$ cat src/rv_pkg.sv
package rv_pkg;

    localparam int XLEN       = 32;   // data and instruction width
    localparam int REG_ADDR_W = 5;    // register address width
    localparam int NUM_REGS   = 32;

    // major opcodes, inst[6:0]
    typedef enum logic [6:0] {
        OPC_R      = 7'b0110011,
        OPC_I      = 7'b0010011,
        OPC_B      = 7'b1100011,
        OPC_STORE  = 7'b0100011,   // decoded as a no-op
        OPC_JAL    = 7'b1101111,
        OPC_JALR   = 7'b1100111,
        OPC_LUI    = 7'b0110111,
        OPC_AUIPC  = 7'b0010111,
        OPC_SYSTEM = 7'b1110011
    } opcode_e;

    localparam logic [2:0] F3_ADD_SUB = 3'b000;
    localparam logic [2:0] F3_ADDI    = 3'b000;
    localparam logic [2:0] F3_BNE     = 3'b001;
    localparam logic [2:0] F3_JALR    = 3'b000;
    localparam logic [6:0] F7_SUB     = 7'b0100000;   // any other funct7 is add

    localparam logic [XLEN-1:0] EBREAK_INST = 32'h0010_0073;

    typedef enum logic {
        ALU_ADD = 1'b0,
        ALU_SUB = 1'b1
    } alu_op_e;

    typedef enum logic [1:0] {
        IMM_I = 2'd0,
        IMM_B = 2'd1,
        IMM_J = 2'd2,
        IMM_U = 2'd3
    } imm_op_e;

    typedef enum logic [1:0] {
        SRC_REG     = 2'd0,   // rs1 op rs2
        SRC_IMM     = 2'd1,   // rs1 op imm
        SRC_IMM_PC  = 2'd2,   // pc op imm
        SRC_FOUR_PC = 2'd3    // pc + 4 for links
    } alu_src_e;

    typedef enum logic [1:0] {
        ST_FETCH = 2'd0,
        ST_EXEC  = 2'd1,
        ST_WB    = 2'd2,
        ST_HALT  = 2'd3
    } state_e;

    typedef struct packed {
        logic                  branch;
        logic                  jump;
        logic                  jalr;
        logic                  reg_wen;
        logic [REG_ADDR_W-1:0] reg_waddr;
        logic [REG_ADDR_W-1:0] reg1_raddr;
        logic [REG_ADDR_W-1:0] reg2_raddr;
        imm_op_e               imm_op;
        alu_op_e               alu_op;
        alu_src_e              alu_src;
    } ctrl_t;

    // safe defaults, no write and no pc change
    localparam ctrl_t CTRL_NOP = '{
        branch:     1'b0,
        jump:       1'b0,
        jalr:       1'b0,
        reg_wen:    1'b0,
        reg_waddr:  '0,
        reg1_raddr: '0,
        reg2_raddr: '0,
        imm_op:     IMM_I,
        alu_op:     ALU_ADD,
        alu_src:    SRC_REG
    };

    typedef struct packed {
        logic                  valid;
        logic [XLEN-1:0]       pc;
        logic [XLEN-1:0]       inst;
        logic                  wen;
        logic [REG_ADDR_W-1:0] waddr;
        logic [XLEN-1:0]       wdata;
    } commit_t;

endpackage

$ cat src/rv_core_fsm.sv
module rv_core_fsm import rv_pkg::*; (
    input  logic            clk,
    input  logic            rst_n,
    input  logic [XLEN-1:0] imem_rdata,
    input  logic [XLEN-1:0] pc,
    input  ctrl_t           ctrl,
    input  logic            is_illegal,
    input  logic            is_ebreak,
    input  logic [XLEN-1:0] result,
    input  logic            pc_load,
    input  logic [XLEN-1:0] pc_target,
    output logic [XLEN-1:0] ir,            // instruction register
    output logic            advance,       // retire pulse in WB
    output logic            pc_load_q,
    output logic [XLEN-1:0] pc_target_q,
    output commit_t         commit,
    output logic            halted,
    output logic            illegal        // halt cause was an illegal instruction
);

    state_e          state;
    state_e          state_nxt;
    logic [XLEN-1:0] result_q;
    logic            stop;

    assign stop = is_illegal || is_ebreak;

    always_comb begin
        case (state)
            ST_FETCH: state_nxt = ST_EXEC;
            ST_EXEC:  state_nxt = stop ? ST_HALT : ST_WB;
            ST_WB:    state_nxt = ST_FETCH;
            default:  state_nxt = ST_HALT;   // stays until reset
        endcase
    end

    always_ff @(posedge clk or negedge rst_n) begin
        if (!rst_n) begin
            state     <= ST_FETCH;
            ir        <= '0;
            pc_load_q <= 1'b0;
            illegal   <= 1'b0;
        end else begin
            state <= state_nxt;
            if (state == ST_FETCH) begin
                ir <= imem_rdata;   // memory answers within the cycle
            end
            if (state == ST_EXEC) begin
                pc_load_q <= pc_load;
                if (is_illegal) begin
                    illegal <= 1'b1;
                end
            end
        end
    end

    always_ff @(posedge clk) begin
        if (state == ST_EXEC) begin
            result_q    <= result;
            pc_target_q <= pc_target;
        end
    end

    assign advance = (state == ST_WB);
    assign halted  = (state == ST_HALT);

    always_comb begin
        commit.valid = advance;
        commit.pc    = pc;          // pc only moves at the end of WB
        commit.inst  = ir;
        commit.wen   = ctrl.reg_wen;
        commit.waddr = ctrl.reg_waddr;
        commit.wdata = result_q;
    end

    // commit.pc relies on the counter moving only on the retire pulse
    pc_held: assert property (
        @(posedge clk) disable iff (!rst_n)
        !advance |=> $stable(pc)
    ) else $error("pc moved outside of writeback");

    commit_not_halting: assert property (
        @(posedge clk) disable iff (!rst_n)
        commit.valid |-> !stop
    ) else $error("retired an illegal or ebreak instruction");

endmodule

$ cat src/rv_core_top.sv
module rv_core_top import rv_pkg::*; #(
    parameter logic [XLEN-1:0] RESET_PC = '0
) (
    input  logic            clk,
    input  logic            rst_n,
    output logic [XLEN-1:0] imem_addr,
    input  logic [XLEN-1:0] imem_rdata,   // combinational instruction memory
    output commit_t         commit,
    output logic            halted,
    output logic            illegal
);

    logic [XLEN-1:0] ir;
    ctrl_t           ctrl;
    logic            is_illegal;
    logic            is_ebreak;
    logic [XLEN-1:0] imm;
    logic [XLEN-1:0] rs1_data;
    logic [XLEN-1:0] rs2_data;
    logic [XLEN-1:0] result;
    logic            pc_load;
    logic [XLEN-1:0] pc_target;
    logic [XLEN-1:0] pc;
    logic            advance;
    logic            pc_load_q;
    logic [XLEN-1:0] pc_target_q;
    logic            rf_wen;

    assign imem_addr = pc;
    assign rf_wen    = advance && ctrl.reg_wen;   // write back on the retire pulse

    rv_decoder u_decoder (
        .inst       (ir),
        .ctrl       (ctrl),
        .is_illegal (is_illegal),
        .is_ebreak  (is_ebreak)
    );

    rv_imm_gen u_imm_gen (
        .inst   (ir),
        .imm_op (ctrl.imm_op),
        .imm    (imm)
    );

    rv_regfile u_regfile (
        .clk    (clk),
        .rst_n  (rst_n),
        .raddr1 (ctrl.reg1_raddr),
        .raddr2 (ctrl.reg2_raddr),
        .rdata1 (rs1_data),
        .rdata2 (rs2_data),
        .wen    (rf_wen),
        .waddr  (ctrl.reg_waddr),
        .wdata  (commit.wdata)      // latched result
    );

    rv_execute u_execute (
        .ctrl      (ctrl),
        .rs1_data  (rs1_data),
        .rs2_data  (rs2_data),
        .imm       (imm),
        .pc        (pc),
        .result    (result),
        .pc_load   (pc_load),
        .pc_target (pc_target)
    );

    rv_pc_counter #(
        .RESET_PC (RESET_PC)
    ) u_pc_counter (
        .clk     (clk),
        .rst_n   (rst_n),
        .advance (advance),
        .load    (pc_load_q),
        .target  (pc_target_q),
        .pc      (pc)
    );

    rv_core_fsm u_fsm (
        .clk         (clk),
        .rst_n       (rst_n),
        .imem_rdata  (imem_rdata),
        .pc          (pc),
        .ctrl        (ctrl),
        .is_illegal  (is_illegal),
        .is_ebreak   (is_ebreak),
        .result      (result),
        .pc_load     (pc_load),
        .pc_target   (pc_target),
        .ir          (ir),
        .advance     (advance),
        .pc_load_q   (pc_load_q),
        .pc_target_q (pc_target_q),
        .commit      (commit),
        .halted      (halted),
        .illegal     (illegal)
    );

endmodule

$ cat src/rv_decoder.sv
module rv_decoder import rv_pkg::*; (
    input  logic [XLEN-1:0] inst,         // instruction register
    output ctrl_t           ctrl,         // decoded controls
    output logic            is_illegal,   // unsupported encoding
    output logic            is_ebreak
);

    opcode_e               opcode;
    logic [2:0]            funct3;
    logic [6:0]            funct7;
    logic [REG_ADDR_W-1:0] rd;
    logic [REG_ADDR_W-1:0] rs1;
    logic [REG_ADDR_W-1:0] rs2;
    logic                  bad;

    assign opcode = opcode_e'(inst[6:0]);
    assign funct3 = inst[14:12];
    assign funct7 = inst[31:25];
    assign rd     = inst[11:7];
    assign rs1    = inst[19:15];
    assign rs2    = inst[24:20];

    always_comb begin
        ctrl      = CTRL_NOP;
        bad       = 1'b0;
        is_ebreak = 1'b0;
        case (opcode)
            OPC_R: begin
                ctrl.reg_wen    = 1'b1;
                ctrl.reg_waddr  = rd;
                ctrl.reg1_raddr = rs1;
                ctrl.reg2_raddr = rs2;
                ctrl.alu_src    = SRC_REG;
                if (funct3 == F3_ADD_SUB) begin
                    ctrl.alu_op = (funct7 == F7_SUB) ? ALU_SUB : ALU_ADD;
                end else begin
                    bad = 1'b1;
                end
            end
            OPC_I: begin
                ctrl.reg_wen    = 1'b1;
                ctrl.reg_waddr  = rd;
                ctrl.reg1_raddr = rs1;
                ctrl.imm_op     = IMM_I;
                ctrl.alu_src    = SRC_IMM;
                bad             = (funct3 != F3_ADDI);   // only addi
            end
            OPC_B: begin
                ctrl.reg1_raddr = rs1;
                ctrl.reg2_raddr = rs2;
                ctrl.imm_op     = IMM_B;
                ctrl.alu_src    = SRC_REG;
                ctrl.alu_op     = ALU_SUB;               // nonzero difference means ne
                ctrl.branch     = 1'b1;
                bad             = (funct3 != F3_BNE);
            end
            OPC_STORE: begin
                // no data memory, nothing to do
            end
            OPC_JAL: begin
                ctrl.jump      = 1'b1;
                ctrl.reg_wen   = 1'b1;
                ctrl.reg_waddr = rd;
                ctrl.imm_op    = IMM_J;
                ctrl.alu_src   = SRC_FOUR_PC;            // link value
            end
            OPC_JALR: begin
                ctrl.jump       = 1'b1;
                ctrl.jalr       = 1'b1;
                ctrl.reg_wen    = 1'b1;
                ctrl.reg_waddr  = rd;
                ctrl.reg1_raddr = rs1;                   // base of the target
                ctrl.imm_op     = IMM_I;
                ctrl.alu_src    = SRC_FOUR_PC;
                bad             = (funct3 != F3_JALR);
            end
            OPC_LUI: begin
                ctrl.reg_wen   = 1'b1;
                ctrl.reg_waddr = rd;
                ctrl.imm_op    = IMM_U;
                ctrl.alu_src   = SRC_IMM;                // x0 + imm
            end
            OPC_AUIPC: begin
                ctrl.reg_wen   = 1'b1;
                ctrl.reg_waddr = rd;
                ctrl.imm_op    = IMM_U;
                ctrl.alu_src   = SRC_IMM_PC;
            end
            OPC_SYSTEM: begin
                if (inst == EBREAK_INST) begin
                    is_ebreak = 1'b1;
                end else begin
                    bad = 1'b1;                          // ecall, csr ops
                end
            end
            default: begin
                bad = 1'b1;
            end
        endcase
        if (bad) begin
            ctrl = CTRL_NOP;                             // never leak a partial decode
        end
    end

    assign is_illegal = bad;

endmodule

$ cat src/rv_execute.sv
module rv_execute import rv_pkg::*; (
    input  ctrl_t           ctrl,
    input  logic [XLEN-1:0] rs1_data,
    input  logic [XLEN-1:0] rs2_data,
    input  logic [XLEN-1:0] imm,
    input  logic [XLEN-1:0] pc,
    output logic [XLEN-1:0] result,      // alu output, also the link value
    output logic            pc_load,     // take pc_target instead of pc + 4
    output logic [XLEN-1:0] pc_target
);

    logic [XLEN-1:0] op_a;
    logic [XLEN-1:0] op_b;
    logic [XLEN-1:0] jalr_sum;
    logic            taken;

    always_comb begin
        case (ctrl.alu_src)
            SRC_REG: begin
                op_a = rs1_data;
                op_b = rs2_data;
            end
            SRC_IMM: begin
                op_a = rs1_data;   // x0 for lui
                op_b = imm;
            end
            SRC_IMM_PC: begin
                op_a = pc;
                op_b = imm;
            end
            default: begin
                op_a = pc;
                op_b = XLEN'(4);
            end
        endcase
    end

    assign result = (ctrl.alu_op == ALU_SUB) ? op_a - op_b : op_a + op_b;

    // bne only, so a nonzero difference is taken
    assign taken    = ctrl.branch && (result != '0);
    assign pc_load  = ctrl.jump || taken;
    assign jalr_sum = rs1_data + imm;

    assign pc_target = ctrl.jalr ? {jalr_sum[XLEN-1:1], 1'b0} : pc + imm;

endmodule

$ cat src/rv_imm_gen.sv
module rv_imm_gen import rv_pkg::*; (
    input  logic [XLEN-1:0] inst,
    input  imm_op_e         imm_op,   // format select from decoder
    output logic [XLEN-1:0] imm
);

    logic [XLEN-1:0] imm_i;
    logic [XLEN-1:0] imm_b;
    logic [XLEN-1:0] imm_j;
    logic [XLEN-1:0] imm_u;

    assign imm_i = {{20{inst[31]}}, inst[31:20]};
    assign imm_b = {{19{inst[31]}}, inst[31], inst[7], inst[30:25], inst[11:8], 1'b0};
    assign imm_j = {{11{inst[31]}}, inst[31], inst[19:12], inst[20], inst[30:21], 1'b0};
    assign imm_u = {inst[31:12], 12'b0};   // upper 20 bits

    always_comb begin
        case (imm_op)
            IMM_I:   imm = imm_i;
            IMM_B:   imm = imm_b;
            IMM_J:   imm = imm_j;
            IMM_U:   imm = imm_u;
            default: imm = imm_i;
        endcase
    end

endmodule

$ cat src/rv_pc_counter.sv
module rv_pc_counter import rv_pkg::*; #(
    parameter logic [XLEN-1:0] RESET_PC = '0   // must be four-aligned
) (
    input  logic            clk,
    input  logic            rst_n,
    input  logic            advance,   // one pulse per retired instruction
    input  logic            load,      // take target on advance
    input  logic [XLEN-1:0] target,
    output logic [XLEN-1:0] pc
);

    always_ff @(posedge clk or negedge rst_n) begin
        if (!rst_n) begin
            pc <= RESET_PC;
        end else if (advance) begin
            pc <= load ? target : pc + XLEN'(4);
        end
    end

    // targets come from execute, misaligned ones would show up here
    pc_aligned: assert property (
        @(posedge clk) disable iff (!rst_n)
        pc[1:0] == 2'b00
    ) else $error("pc lost alignment: %h", pc);

endmodule

$ cat src/rv_regfile.sv
module rv_regfile import rv_pkg::*; (
    input  logic                  clk,
    input  logic                  rst_n,
    input  logic [REG_ADDR_W-1:0] raddr1,
    input  logic [REG_ADDR_W-1:0] raddr2,
    output logic [XLEN-1:0]       rdata1,
    output logic [XLEN-1:0]       rdata2,
    input  logic                  wen,
    input  logic [REG_ADDR_W-1:0] waddr,
    input  logic [XLEN-1:0]       wdata
);

    logic [XLEN-1:0] regs [NUM_REGS];

    always_ff @(posedge clk or negedge rst_n) begin
        if (!rst_n) begin
            for (int i = 0; i < NUM_REGS; i++) begin
                regs[i] <= '0;
            end
        end else if (wen && (waddr != '0)) begin   // x0 is never written
            regs[waddr] <= wdata;
        end
    end

    assign rdata1 = (raddr1 == '0) ? '0 : regs[raddr1];
    assign rdata2 = (raddr2 == '0) ? '0 : regs[raddr2];

endmodule

$ cat config.mk
export PLATFORM = sky130hd
export DESIGN_NAME = rv_core_top
export DESIGN_NICKNAME = d
export VERILOG_FILES = /design/src/rv_pkg.sv /design/src/rv_core_fsm.sv /design/src/rv_core_top.sv /design/src/rv_decoder.sv /design/src/rv_execute.sv /design/src/rv_imm_gen.sv /design/src/rv_pc_counter.sv /design/src/rv_regfile.sv
export SDC_FILE = /design/constraint.sdc
export NUM_CORES = 2
export LEC_CHECK = 0
export BUFFER_PORTS_ARGS = -buffer_cell sky130_fd_sc_hd__buf_2
export CAP_MARGIN = 20
export CORE_AREA = 2 2 487 489
export CTS_CLUSTER_DIAMETER = 120
export DETAILED_ROUTE_END_ITERATION = 8
export DIE_AREA = 0 0 489 491
export PLACE_DENSITY_LB_ADDON = 0.25
export SETUP_SLACK_MARGIN = 0.15
export SLEW_MARGIN = 10
export SYNTH_ARGS = -nofsm -noshare
export SYNTH_HDL_FRONTEND = slang
export SYNTH_SLANG_ARGS = --single-unit
$ cat constraint.sdc
create_clock -name clk -period 13.4 [get_ports clk]
set_clock_uncertainty 0.2 [all_clocks]
set_input_delay 0.67 -clock clk [delete_from_list [all_inputs] [get_ports clk]]
set_output_delay 0.67 -clock clk [all_outputs]
set_load 0.05 [all_outputs]
==> flow_summary.toml <==
[cts]
insertion_delay_ns = 0.83
numCtsBuffers = 135
cts_sinks = 1156
hold_buffers = 32
cts_setup_buffers = 0
htreeDepth = 4
cts_tree = "built"
cts.path.max_buffers = 3
cts.reportedPaths.clkPinSlew_ns = 0.06
cts-resized-gates = 0
cts_root_buffer = "clkbuf_16"

[synthesis]
async_reset_ff_share_pct = 94.46
yosysUniqueCellTypes = 109
synth_area_leaders = "dfrtp_1 (39%), mux2_2 (17%), nand2_1 (7.3%)"
yosys.area_share.simple_pct = 16.75
synth_top_family_by_area = "multiplexers"
yosysWarnings = 0
yosysTopAreaCellShare_pct = 38.89
synth_edf_count = 64
syn_avg_cell_area_um2 = 9.402
synthAdderAreaFrac_pct = 1.813
yosys_most_used_dff = "dfrtp_1"
yosysTopAreaCell = "dfrtp_1"
syn_inst = 7473
synth_xor_area_share_pct = 1.466
synthMuxAreaShare_pct = 19.17
ys_seq_area_share_pct = 41.63
synth_nets = 7607
ys_seq_elements = 1156
syn-cell-area_mm2 = 0.07026
synth_compound_area_share_pct = 14.34

[timing]
rsz0062_at_grt = "no"
max_slew_margin_pct = 19.31
max_freq_ghz = 0.09317
final_max_slew_viol_count = 0
worstMarginPinSlew_ns = 1.210
finalHoldViolCount = 0
min_period_over_period_pct = 80.10
tns_ns = 0
fin_crit_ns = 10.73
setup_viol = 0

[global_routing]
grt_pass1_vias = 60540
grt_max_degree = 162
grt_usage_pct = 27.61
overflow = 0
grt_pass1_wl_um = 477700
grt_antenna_before_repair = 18

[floorplanning]
start_util_pct = 29.96
ioPinCount = 171
die_x_um = 489
dieArea_mm2 = 0.2401
core_area_mm2 = 0.2345
std_cell_rows = 178
die_h_um = 491

[critical_path]
crit_top_cell = "or4_1"
critical_path_required_ns = 13.86
crit_path_max_fanout = 20
path_class = "reg -> reg"
reg2regPathDepth = 31
timing.rr.start = "u_fsm.ir[6]$_DFFE_PN0P_"
start_kind = "register"
critPathSlowestCell = "nor4_1"
cp-startpoint = "u_fsm.ir[6]$_DFFE_PN0P_"
end_kind = "register"
r2r_end = "u_fsm.pc_load_q$_DFFE_PN0P_"
cpPeakStageDelay_ns = 0.95
r2r_setup_slack_ns = 2.67
endpoint = "u_fsm.pc_load_q$_DFFE_PN0P_"
arrival_ns = 11.20

[outcome]
outcome = "finished clean"

[route]
ant_nets = 0
dr.pass1.iters = 6
num_vias = 64440
viasPerCell = 6.106
avgRoutedWirePerCell_um = 32.43
remaining_drc_errors = 0
drt-initial-drc-count = 8952
wirelength_um = 342300

[hold_path]
hold_class = "in -> reg"
whs_path_depth = 3
hp-start = "imem_rdata[20]"

[place]
io_buffers = 170
gp_congestion = 0.9549
placed_area_mm2 = 0.07412
dp_hpwl_um = 214600

[layout]
area_growth_pct = 12.25
drive_above_1_share_pct = 23.75
fin_area_mm2 = 0.07887
final_nets = 7433

[power]
p_leak_nw = 34.30
power.density_mw_per_mm2 = 171.6
irDropWorstVdd_v = 0.0002524
p_total_mw = 13.53

[run]
drv_cap = 0
[cell type report]
cell class,count,area [um^2]
clock buffer,201,3910
fill,23930,155600
timing repair buffer,422,3092
clock inverter,39,437.9
tap,3150,3941
sequential,1156,29270
inverter,65,244.0
multi-input combinational,5519,37980
antenna,1,2.502
[power breakdown]
group	internal [mW]	switching, mW
clock	2.11	1.64
combinational	1.57	4.11
sequential	3.79	0.312
[cell usage after synthesis, types with 83 or more instances]
cell,instances
ha_1,97
nor2_1,280
a31oi_1,139
mux2i_1,141
a311oi_1,104
mux2_2,1031
dfrtp_1,1092
nand2_1,1363
and3_1,149
buf_2,89
a21oi_1,397
a211oi_1,119
nand3_1,482
buf_1,83
o21ai_0,206
clkbuf_1,497
nor3_1,100
[metal layers]
metal	part of all wire (%)	global-route usage (%)	vias up	routed length [um]
li1	-	-	26670	-
met2	42	40.21	4142	143900
met3	11	6.357	907	36630
met1	41	37.51	32710	140000
met5	0.0038	0	-	13
met4	6.4	15.32	2	21750
[cell usage in the layout (no fill, tap or decap), types with 68 or more instances in the layout]
cell          n
nand2_1    1352
dfrtp_1    1086
mux2_2     1031
nand3_1     481
a21oi_1     397
nor2_1      252
o21ai_0     205
buf_4       197
buf_2       169
and3_1      147
mux2i_1     141
a31oi_1     139
clkbuf_16   138
a211oi_1    119
a311oi_1    104
nor3_1       98
ha_1         97
a221oi_1     69
xnor2_1      68
[flip-flops by register name, indices dropped and copies added (netlist names)]
register	flops
u_fsm.illegal	1
u_fsm.ir	32
u_fsm.pc_load_q	1
u_fsm.pc_target_q	32
u_fsm.result_q	32
u_fsm.state	2
u_pc_counter.pc	32
u_regfile.regs	1024
[cell families after synthesis]
logic type,Yosys count
AND/OR/NAND/NOR,2613
AO/OA/AOI/OAI,1499
multiplexers,1192
flip-flops,1156
buffers and inverters,798
XOR/XNOR,115
adder cells (fa/ha/maj),100
[through the flow]
stage | hold WS (ns) | util [%] | setup slack (ns) | instances
floorplan | 0.1744 | - | 5.137 | 7473
global placement | 0.1645 | 31.58 | 3.155 | 10270
detailed placement | 0.1652 | 31.61 | 2.987 | 10280
CTS | 0.04486 | 33.60 | 2.945 | 10550
global route | 0.05860 | 33.63 | 2.143 | 10550
finish | 0.1164 | 33.63 | 2.667 | 10550
[worst min path at each step]
stage,endpoint,slack (ns)
after floorplan,u_fsm.illegal$_DFFE_PN0P_,0.17
after global placement,u_regfile.regs[1011]$_DFFE_PN0P_,0.16
after detailed placement,u_regfile.regs[1009]$_DFFE_PN0P_,0.17
after CTS,u_fsm.ir[20]$_DFFE_PN0P_,0.04
after global routing,u_fsm.ir[20]$_DFFE_PN0P_,0.06
final,u_fsm.ir[20]$_DFFE_PN0P_,0.12
[worst max-delay path: cells and delay by family, from the launching register on]
kind            cells  cell delay (ns)
flops               1             0.54
compound gates     13             4.06
xor+xnor            2             0.30
buf+inv             2             0.33
fa+ha+maj           2             0.55
simple gates       12             4.54
Power figures use the tool's default switching activity.
